$ cat config.mk
export PLATFORM = sky130hd
export DESIGN_NAME = switch_top
export DESIGN_NICKNAME = d
export VERILOG_FILES = /design/src/switch_pkg.sv /design/src/dequeue_if.sv /design/src/byte_assembler.sv /design/src/round_robin_arbiter.sv /design/src/pkt_ingress.sv /design/src/dual_port_ram.sv /design/src/pkt_buffer.sv /design/src/pkt_egress.sv /design/src/switch_top.sv
export SDC_FILE = /design/constraint.sdc
export NUM_CORES = 2
export LEC_CHECK = 0
export ABC_AREA = 0
export BUFFER_PORTS_ARGS = -buffer_cell sky130_fd_sc_hd__buf_2
export CAP_MARGIN = 10
export CORE_MARGIN = 10
export CORE_UTILIZATION = 47
export CTS_BUF_LIST = sky130_fd_sc_hd__clkbuf_16
export DETAILED_ROUTE_END_ITERATION = 12
export GPL_ROUTABILITY_DRIVEN = 1
export SLEW_MARGIN = 0
export SYNTH_ARGS = -nofsm -noshare
export SYNTH_HDL_FRONTEND = slang
export SYNTH_SLANG_ARGS = --single-unit
$ cat constraint.sdc
create_clock -name clock -period 13.95 [get_ports clock]
set_input_delay 0.6975 -clock clock [delete_from_list [all_inputs] [get_ports clock]]
set_output_delay 0.6975 -clock clock [all_outputs]
set_load 0.01 [all_outputs]
$ cat src/switch_pkg.sv
`default_nettype none

package switch_pkg;

    // One byte of an incoming byte stream
    typedef logic [7:0] byte_t;

    // Bytes per packet
    localparam int pkt_bytes = 8;

    //------------------------------
    // Packet word
    //------------------------------

    // Whole word for RAM and outputs, byte lanes for assembly
    typedef union packed {
        logic [pkt_bytes*8-1:0]  word;
        byte_t [pkt_bytes-1:0]   bytes;
    } pkt_word_t;

    //------------------------------
    // Default sizes
    //------------------------------

    // Four ports
    localparam int default_dest_width = 2;

    // Sixteen packet slots
    localparam int default_addr_width = 4;

endpackage

`default_nettype wire

$ cat src/dequeue_if.sv
`timescale 1ns/1ps
`default_nettype none

interface dequeue_if import switch_pkg::*;
#(
    parameter int n_ports = 1 << default_dest_width
)
();

    logic [n_ports-1:0] list_empty;
    // One-hot grant that removes the head of the granted list
    logic [n_ports-1:0] deq_grant;
    logic               rd_valid;
    pkt_word_t          rd_pkt;

    modport buffer_mp (output list_empty, output rd_valid, output rd_pkt, input deq_grant);

    modport egress_mp (input list_empty, input rd_valid, input rd_pkt, output deq_grant);

endinterface

`default_nettype wire

$ cat src/byte_assembler.sv
`timescale 1ns/1ps
`default_nettype none

module byte_assembler import switch_pkg::*;
#(
    parameter int dest_width = default_dest_width
)
(
    input  logic                  clock,
    input  logic                  reset_n,
    input  logic                  dest_valid,
    input  logic [dest_width-1:0] dest,
    input  logic                  byte_valid,
    input  byte_t                 byte_data,
    output logic                  pkt_valid,
    input  logic                  grant,
    output pkt_word_t             pkt,
    output logic [dest_width-1:0] pkt_dest
);

    logic [pkt_bytes-1:0]  lane;
    logic [dest_width-1:0] cur_dest;
    pkt_word_t             asm_q;
    pkt_word_t             asm_next;
    logic                  pkt_done;

    assign pkt_done = byte_valid && lane[pkt_bytes-1];

    // Destination for the packet being assembled
    always_ff @(posedge clock)
    begin
        if (dest_valid)
            cur_dest <= dest;
    end

    // One-hot byte position that rotates on every byte
    always_ff @(posedge clock or negedge reset_n)
    begin
        if (!reset_n)
            lane <= pkt_bytes'(1);
        else if (byte_valid)
            lane <= {lane[pkt_bytes-2:0], lane[pkt_bytes-1]};
    end

    always_comb
    begin
        asm_next = asm_q;
        for (int i = 0; i < pkt_bytes; i++)
            if (byte_valid && lane[i])
                asm_next.bytes[i] = byte_data;
    end

    //------------------------------
    // Completed packet
    //------------------------------

    always_ff @(posedge clock)
    begin
        asm_q <= asm_next;
        if (pkt_done)
        begin
            pkt      <= asm_next;
            pkt_dest <= cur_dest;
        end
    end

    always_ff @(posedge clock or negedge reset_n)
    begin
        if (!reset_n)
            pkt_valid <= 1'b0;
        else if (pkt_done)
            pkt_valid <= 1'b1;
        else if (grant)
            pkt_valid <= 1'b0;
    end

    // The sender must not outrun the input arbiter
    assert property (@(posedge clock) disable iff (!reset_n)
        pkt_done |-> (!pkt_valid || grant))
        else $error("byte_assembler: packet completed over an ungranted one");

endmodule

`default_nettype wire

$ cat src/round_robin_arbiter.sv
`timescale 1ns/1ps
`default_nettype none

module round_robin_arbiter
#(
    parameter int n_ports = 4
)
(
    input  logic               clock,
    input  logic               reset_n,
    input  logic [n_ports-1:0] req,
    output logic [n_ports-1:0] grant
);

    localparam int ptr_w = $clog2(n_ports);

    logic [ptr_w-1:0]     ptr;
    logic [ptr_w-1:0]     ptr_next;
    logic [2*n_ports-1:0] req_double;
    logic [n_ports-1:0]   req_rot;
    logic [n_ports-1:0]   grant_rot;
    logic [2*n_ports-1:0] grant_double;

    // Rotate so the port at ptr sits in bit 0
    assign req_double   = {req, req} >> ptr;
    assign req_rot      = req_double[n_ports-1:0];

    // Lowest set bit has the highest priority
    assign grant_rot    = req_rot & ~(req_rot - 1'b1);

    // Rotate back to port order
    assign grant_double = {grant_rot, grant_rot} << ptr;
    assign grant        = grant_double[2*n_ports-1:n_ports];

    always_comb
    begin
        ptr_next = ptr;
        for (int i = 0; i < n_ports; i++)
            if (grant[i])
                ptr_next = ptr_w'((i + 1) % n_ports);
    end

    always_ff @(posedge clock or negedge reset_n)
    begin
        if (!reset_n)
            ptr <= '0;
        else
            ptr <= ptr_next;
    end

    assert property (@(posedge clock) disable iff (!reset_n)
        $onehot0(grant) && ((grant & ~req) == '0))
        else $error("round_robin_arbiter: bad grant %b for req %b", grant, req);

endmodule

`default_nettype wire

$ cat src/pkt_ingress.sv
`timescale 1ns/1ps
`default_nettype none

module pkt_ingress import switch_pkg::*;
#(
    parameter  int dest_width = default_dest_width,
    localparam int n_ports    = 1 << dest_width
)
(
    input  logic                                clock,
    input  logic                                reset_n,
    input  logic [n_ports-1:0]                  dest_valid,
    input  logic [n_ports-1:0][dest_width-1:0]  dest,
    input  logic [n_ports-1:0]                  byte_valid,
    input  byte_t [n_ports-1:0]                 byte_data,
    input  logic                                full,
    output logic                                enq_valid,
    output logic [dest_width-1:0]               enq_dest,
    output pkt_word_t                           enq_pkt
);

    logic [n_ports-1:0]                 asm_valid;
    logic [n_ports-1:0]                 req;
    logic [n_ports-1:0]                 grant;
    pkt_word_t [n_ports-1:0]            asm_pkt;
    logic [n_ports-1:0][dest_width-1:0] asm_dest;

    for (genvar i = 0; i < n_ports; i++)
    begin : g_asm
        byte_assembler #(.dest_width(dest_width)) asm_i (
            .clock      (clock),
            .reset_n    (reset_n),
            .dest_valid (dest_valid[i]),
            .dest       (dest[i]),
            .byte_valid (byte_valid[i]),
            .byte_data  (byte_data[i]),
            .pkt_valid  (asm_valid[i]),
            .grant      (grant[i]),
            .pkt        (asm_pkt[i]),
            .pkt_dest   (asm_dest[i])
        );
    end

    // Nothing is admitted while the packet memory is full
    assign req = asm_valid & {n_ports{!full}};

    round_robin_arbiter #(.n_ports(n_ports)) arb_i (
        .clock   (clock),
        .reset_n (reset_n),
        .req     (req),
        .grant   (grant)
    );

    assign enq_valid = |grant;

    always_comb
    begin
        enq_pkt  = '0;
        enq_dest = '0;
        for (int i = 0; i < n_ports; i++)
            if (grant[i])
            begin
                enq_pkt  = asm_pkt[i];
                enq_dest = asm_dest[i];
            end
    end

endmodule

`default_nettype wire

$ cat src/dual_port_ram.sv
`timescale 1ns/1ps
`default_nettype none

module dual_port_ram
#(
    parameter int addr_width = 4,
    parameter int data_width = 64
)
(
    input  logic                  clock,
    input  logic                  rd_en,
    input  logic [addr_width-1:0] rd_addr,
    output logic [data_width-1:0] rd_data,
    input  logic                  wr_en,
    input  logic [addr_width-1:0] wr_addr,
    input  logic [data_width-1:0] wr_data
);

    logic [data_width-1:0] mem [1 << addr_width];

    always_ff @(posedge clock)
    begin
        if (wr_en)
            mem[wr_addr] <= wr_data;

        // Same-address write is forwarded to the read port
        if (rd_en)
        begin
            if (wr_en && (rd_addr == wr_addr))
                rd_data <= wr_data;
            else
                rd_data <= mem[rd_addr];
        end
    end

endmodule

`default_nettype wire

$ cat src/pkt_buffer.sv
`timescale 1ns/1ps
`default_nettype none

module pkt_buffer import switch_pkg::*;
#(
    parameter  int dest_width = default_dest_width,
    parameter  int addr_width = default_addr_width,
    localparam int n_ports    = 1 << dest_width,
    localparam int mem_size   = 1 << addr_width
)
(
    input  logic                  clock,
    input  logic                  reset_n,
    input  logic                  enq_valid,
    input  logic [dest_width-1:0] enq_dest,
    input  pkt_word_t             enq_pkt,
    output logic                  full,
    output logic                  stop_sending_packets,
    dequeue_if.buffer_mp          deq
);

    localparam int cnt_w = addr_width + 1;

    logic [n_ports-1:0]           enq_sel;
    logic                         enq_to_empty;
    logic                         deq_any;
    logic [dest_width-1:0]        deq_idx;
    logic [addr_width-1:0]        deq_addr;
    logic [n_ports-1:0]           grant_q;
    logic [cnt_w-1:0]             free_count;
    logic [cnt_w-1:0]             fresh_cnt;
    logic [addr_width-1:0]        ring [mem_size];
    logic [addr_width-1:0]        ring_rd;
    logic [addr_width-1:0]        ring_wr;
    logic [addr_width-1:0]        alloc_addr;
    logic [cnt_w-1:0]             len  [n_ports];
    logic [addr_width-1:0]        head [n_ports];
    logic [addr_width-1:0]        tail [n_ports];
    logic [$bits(pkt_word_t)-1:0] data_rd;
    logic [addr_width-1:0]        next_rd;

    assign enq_sel      = {{(n_ports-1){1'b0}}, enq_valid} << enq_dest;
    assign enq_to_empty = (len[enq_dest] == '0);
    assign deq_any      = |deq.deq_grant;
    assign deq_addr     = head[deq_idx];

    always_comb
    begin
        deq_idx = '0;
        for (int i = 0; i < n_ports; i++)
            if (deq.deq_grant[i])
                deq_idx = dest_width'(i);
    end

    //------------------------------
    // Free addresses
    //------------------------------

    // Never-used addresses first, then the ring of returned ones
    assign alloc_addr = fresh_cnt[addr_width] ? ring[ring_rd] : fresh_cnt[addr_width-1:0];

    always_ff @(posedge clock or negedge reset_n)
    begin
        if (!reset_n)
        begin
            free_count <= cnt_w'(mem_size);
            fresh_cnt  <= '0;
            ring_rd    <= '0;
            ring_wr    <= '0;
        end
        else
        begin
            free_count <= free_count + cnt_w'(deq_any) - cnt_w'(enq_valid);
            if (enq_valid && fresh_cnt[addr_width])
                ring_rd <= ring_rd + 1'b1;
            else if (enq_valid)
                fresh_cnt <= fresh_cnt + 1'b1;
            if (deq_any)
                ring_wr <= ring_wr + 1'b1;
        end
    end

    always_ff @(posedge clock)
    begin
        if (deq_any)
            ring[ring_wr] <= deq_addr;
    end

    assign full                 = (free_count == '0);
    assign stop_sending_packets = (free_count <= cnt_w'(2 * n_ports));

    //------------------------------
    // Per-port lists
    //------------------------------

    always_ff @(posedge clock or negedge reset_n)
    begin
        if (!reset_n)
        begin
            grant_q <= '0;
            for (int i = 0; i < n_ports; i++)
                len[i] <= '0;
        end
        else
        begin
            grant_q <= deq.deq_grant;
            for (int i = 0; i < n_ports; i++)
                len[i] <= len[i] + cnt_w'(enq_sel[i]) - cnt_w'(deq.deq_grant[i]);
        end
    end

    // A packet into an empty list wins over the pending next pointer
    always_ff @(posedge clock)
    begin
        for (int i = 0; i < n_ports; i++)
        begin
            if (enq_sel[i])
                tail[i] <= alloc_addr;
            if (enq_sel[i] && enq_to_empty)
                head[i] <= alloc_addr;
            else if (grant_q[i])
                head[i] <= next_rd;
        end
    end

    always_comb
    begin
        for (int i = 0; i < n_ports; i++)
            deq.list_empty[i] = (len[i] == '0);
    end

    dual_port_ram #(.addr_width(addr_width), .data_width($bits(pkt_word_t))) data_ram (
        .clock   (clock),
        .rd_en   (deq_any),
        .rd_addr (deq_addr),
        .rd_data (data_rd),
        .wr_en   (enq_valid),
        .wr_addr (alloc_addr),
        .wr_data (enq_pkt.word)
    );

    // Links the old tail to the new packet
    dual_port_ram #(.addr_width(addr_width), .data_width(addr_width)) next_ram (
        .clock   (clock),
        .rd_en   (deq_any),
        .rd_addr (deq_addr),
        .rd_data (next_rd),
        .wr_en   (enq_valid && !enq_to_empty),
        .wr_addr (tail[enq_dest]),
        .wr_data (alloc_addr)
    );

    assign deq.rd_valid = |grant_q;
    assign deq.rd_pkt   = data_rd;

    assert property (@(posedge clock) disable iff (!reset_n) enq_valid |-> !full)
        else $error("pkt_buffer: enqueue while full");

endmodule

`default_nettype wire

$ cat src/pkt_egress.sv
`timescale 1ns/1ps
`default_nettype none

module pkt_egress import switch_pkg::*;
#(
    parameter  int dest_width = default_dest_width,
    localparam int n_ports    = 1 << dest_width
)
(
    input  logic                    clock,
    input  logic                    reset_n,
    input  logic [n_ports-1:0]      pkt_ready,
    dequeue_if.egress_mp            deq,
    output logic [n_ports-1:0]      pkt_valid,
    output pkt_word_t [n_ports-1:0] pkt
);

    logic [n_ports-1:0] req;
    logic [n_ports-1:0] grant;
    logic [n_ports-1:0] grant_q;

    // Skip a port granted last cycle so its head pointer can settle
    assign req = ~deq.list_empty & pkt_ready & ~grant_q;

    round_robin_arbiter #(.n_ports(n_ports)) arb_i (
        .clock   (clock),
        .reset_n (reset_n),
        .req     (req),
        .grant   (grant)
    );

    assign deq.deq_grant = grant;

    always_ff @(posedge clock or negedge reset_n)
    begin
        if (!reset_n)
            grant_q <= '0;
        else
            grant_q <= grant;
    end

    assign pkt_valid = grant_q;

    // The read word goes to every port and pkt_valid picks the owner
    for (genvar i = 0; i < n_ports; i++)
    begin : g_out
        assign pkt[i] = deq.rd_pkt;
    end

    assert property (@(posedge clock) disable iff (!reset_n) deq.rd_valid == (|grant_q))
        else $error("pkt_egress: read data out of step with grant");

endmodule

`default_nettype wire

$ cat src/switch_top.sv
`timescale 1ns/1ps
`default_nettype none

module switch_top import switch_pkg::*;
#(
    parameter  int dest_width = default_dest_width,
    parameter  int addr_width = default_addr_width,
    localparam int n_ports    = 1 << dest_width
)
(
    input  logic                               clock,
    input  logic                               reset_n,
    input  logic [n_ports-1:0]                 dest_valid,
    input  logic [n_ports-1:0][dest_width-1:0] dest,
    input  logic [n_ports-1:0]                 byte_valid,
    input  byte_t [n_ports-1:0]                byte_data,
    input  logic [n_ports-1:0]                 pkt_ready,
    output logic [n_ports-1:0]                 pkt_valid,
    output pkt_word_t [n_ports-1:0]            pkt,
    output logic                               stop_sending_packets,
    output logic                               memory_is_full
);

    logic                  enq_valid;
    logic [dest_width-1:0] enq_dest;
    pkt_word_t             enq_pkt;

    dequeue_if #(.n_ports(n_ports)) deq_bus ();

    //------------------------------
    // Input side
    //------------------------------

    pkt_ingress #(.dest_width(dest_width)) ingress_i (
        .clock      (clock),
        .reset_n    (reset_n),
        .dest_valid (dest_valid),
        .dest       (dest),
        .byte_valid (byte_valid),
        .byte_data  (byte_data),
        .full       (memory_is_full),
        .enq_valid  (enq_valid),
        .enq_dest   (enq_dest),
        .enq_pkt    (enq_pkt)
    );

    pkt_buffer #(.dest_width(dest_width), .addr_width(addr_width)) buffer_i (
        .clock                (clock),
        .reset_n              (reset_n),
        .enq_valid            (enq_valid),
        .enq_dest             (enq_dest),
        .enq_pkt              (enq_pkt),
        .full                 (memory_is_full),
        .stop_sending_packets (stop_sending_packets),
        .deq                  (deq_bus.buffer_mp)
    );

    //------------------------------
    // Output side
    //------------------------------

    pkt_egress #(.dest_width(dest_width)) egress_i (
        .clock     (clock),
        .reset_n   (reset_n),
        .pkt_ready (pkt_ready),
        .deq       (deq_bus.egress_mp),
        .pkt_valid (pkt_valid),
        .pkt       (pkt)
    );

endmodule

`default_nettype wire

==> flow_summary.json <==
{
  "min-delay-path-class": "input pin to register",
  "synth_area_sq_um": 72900,
  "final_nets": 5385,
  "routed-via-count": 43100,
  "cts_made_buffers": 187,
  "start_util_pct": 47.3,
  "hpwlAfterDp_mm": 104,
  "final_core_util_pct": 52.8,
  "holdWs_ps": 63.3,
  "synthTopCellsByArea": "edfxtp_1 63%, dfxtp_1 7.0%, mux2_2 4.3%, a21oi_1 4.3%, nand2_1 3.8%",
  "seq_area_sq_um": 52900,
  "status": "finished, final reports clean",
  "max_freq_ghz": 0.142,
  "min_period_ps": 7050,
  "path_clk_slew_ps": 60,
  "drt-wirelength-per-cell_microns": 25.2,
  "synthArstFlopShare_pct": 4.40,
  "worstPathMaxFanout": 208,
  "holdPathStages": 1,
  "synth_nets": 5250,
  "grt_start_max_net_pins": 209,
  "multiInputGateArea_sq_um": 16900,
  "grt_overflow": 0,
  "cts_root_buf": "clkbuf_16",
  "post-cts-setup-buffer-count": 0,
  "synth_largest_area_cell": "edfxtp_1",
  "synth_top_area_share_pct": 62.8,
  "tightest_slew_ps": 1190,
  "coreArea_sq_um": 154000,
  "antenna_found_initial": 9,
  "grt_pass1_vias": 41800,
  "drv_cap": 0,
  "setup_ws_ps": 6900,
  "die_y_microns": 414,
  "synth.distinct_cells": 79,
  "netlist_instances": 5153,
  "drive_gt1_share_pct": 19.0,
  "slew_viol_final": 0,
  "die_area_sq_um": 171000,
  "yosysSeqAreaShare_pct": 72.6,
  "synth_edf_count": 1524,
  "ys_seq_elements": 1862,
  "syn2layout_area_growth_pct": 11.6,
  "arrival_ps": 7690,
  "cts_tree": "built",
  "cts.sinks": 1862,
  "placement.io_buffers": 315,
  "cts_buffer_depth": 3,
  "first_iter_violations": 4671,
  "dr.pass1.iters": 6,
  "dp_slack_ps": 7100,
  "drc_errors": 0,
  "insertion_delay_ps": 850,
  "via_per_inst": 5.75,
  "ios": 316,
  "syn_area_per_cell_sq_um": 14.1,
  "globalplace.congestion": 0.767,
  "setup.worst_path.end_class": "register",
  "start_kind": "register",
  "synth_ff_type": "edfxtp_1",
  "yosysWarningCount": 0,
  "hold_viol": 0,
  "rr_worst_depth": 16,
  "slew_headroom_pct": 20.9,
  "fillers": 12600,
  "fp.dieW_microns": 414,
  "ctsHtreeMaxLevel": 4,
  "grt_usage_pct": 21.5,
  "required_ps": 14590,
  "fp-row-count": 144,
  "critPathKind": "register to register",
  "post-route-period-util_pct": 50.5,
  "finalSetupViolCount": 0,
  "ant_nets": 0,
  "setup-tns-final_ps": 0,
  "wirelength_mm": 189,
  "clock_skew_ps": 56.7,
  "grt_setup_unrepaired": "no",
  "grt_pass1_wl_mm": 277
}
==> logic make-up (layout without fill, tap and decap cells) <==
group | count (synthesis) | after routing | share of synthesized area, %
adder cells (fa/ha/maj) | 43 | 43 | 0.790
flip-flops | 1862 | 1862 | 72.6
XOR/XNOR | 33 | 33 | 0.397
buffers and inverters | 590 | 880 | 4.47
AO/OA/AOI/OAI | 1144 | 1144 | 10.0
other | 0 | 1 | 0
multiplexers | 312 | 312 | 4.91
AND/OR/NAND/NOR | 1169 | 1169 | 6.78
==> final cells by class <==
cell class	count	area share [%]
Multi-Input combinational cell	2701	20.8
Clock inverter	156	1.51
Inverter	97	0.503
Antenna cell	1	0.00308
Timing Repair Buffer	439	3.14
Tap cell	2044	3.14
Clock buffer	188	5.79
Sequential cell	1862	65.1
==> stage by stage <==
step                      area, sq um  cells
after floorplan                 72900   5153
after global placement          75400   7140
after detailed placement        75400   7140
after CTS                       81300   7485
after global routing            81300   7487
final                           81300   7488
==> worst max-delay path, stage by stage (launching register included) <==
cell and delay, ps:
dfrtp_1 380, inv_1 120, ha_1 160, nor4b_1 490, or2_2 250, a2111o_1 230, inv_2 80, nor3_1 440
a211o_4 310, buf_4 630, buf_12 630, buf_4 870, buf_4 950, nand2_1 120, a22o_1 250, o22a_1 200
a31oi_1 260
==> metal layers <==
metal	track usage, %	vias up	share of wire, %	wire length, microns
met4	5.76	8	2.2	4150
met1	30.4	21800	43	81400
li1	-	19400	-	-
met3	3.21	288	7.1	13300
met2	34.7	1598	48	89900
met5	0	-	0.024	46
==> cell usage after synthesis (70+ instances only) <==
master    number
dfxtp_1      256
inv_1         91
a21oi_1      619
nor3_1        83
dfrtp_1       77
edfxtp_1    1524
nand2_1      742
a22o_1       126
a22oi_1       73
buf_2        109
nor2_1       131
clkbuf_1     145
a31oi_1       70
nand3_1      148
buf_4        206
mux2_2       276
==> final timing paths <==
path / from / slack [ps] / end
worst max-delay path: buffer_i.len[2] / 6900 / buffer_i.data_ram.rd_data[58]
worst min register to register: ingress_i.g_asm[1].asm_i.cur_dest[1] / 430 / ingress_i.g_asm[1].asm_i.pkt_dest[1]
min in group asynchronous: reset_n / 430 / buffer_i.ring_wr[0]
worst max register to register: buffer_i.len[2] / 6900 / buffer_i.data_ram.rd_data[58]
max in group asynchronous: reset_n / 12460 / ingress_i.g_asm[3].asm_i.lane[1]
worst min-delay path: dest[4] / 60 / ingress_i.g_asm[2].asm_i.cur_dest[0]
==> state kept, by name, indices dropped and copies added (netlist names), 5 cells and up <==
| signal | cells |
|---|---|
| buffer_i.fresh_cnt | 5 |
| buffer_i.data_ram.rd_data | 64 |
| ingress_i.g_asm.asm_i.pkt | 256 |
| buffer_i.data_ram.mem | 1024 |
| ingress_i.g_asm.asm_i.lane | 32 |
| ingress_i.g_asm.asm_i.asm_q | 256 |
| buffer_i.next_ram.mem | 64 |
| buffer_i.len | 20 |
| ingress_i.g_asm.asm_i.cur_dest | 8 |
| buffer_i.head | 16 |
| buffer_i.free_count | 5 |
| ingress_i.g_asm.asm_i.pkt_dest | 8 |
| buffer_i.ring | 64 |
| buffer_i.tail | 16 |
==> layout by cell type (no fill, tap or decap), types with 70 or more instances in the layout <==
cell	synthesis	final
edfxtp_1	1524	1524
a31oi_1	70	70
a22oi_1	73	73
inv_1	91	138
mux2_2	276	276
nand2_1	742	738
a22o_1	126	126
nor2_1	131	114
buf_2	109	314
a21oi_1	619	615
nand3_1	148	147
nor3_1	83	83
clkbuf_16	0	188
dfxtp_1	256	256
dfrtp_1	77	77
buf_4	206	121
==> repair_timing <==
action	in CTS	in global routing
gates resized for setup	0	0
hold endpoints to repair	41	0
hold buffers	1	0
Power is left out: the tool's default activity adds up to more than one toggle a clock period on the data nets, which glitch-free logic cannot reach.
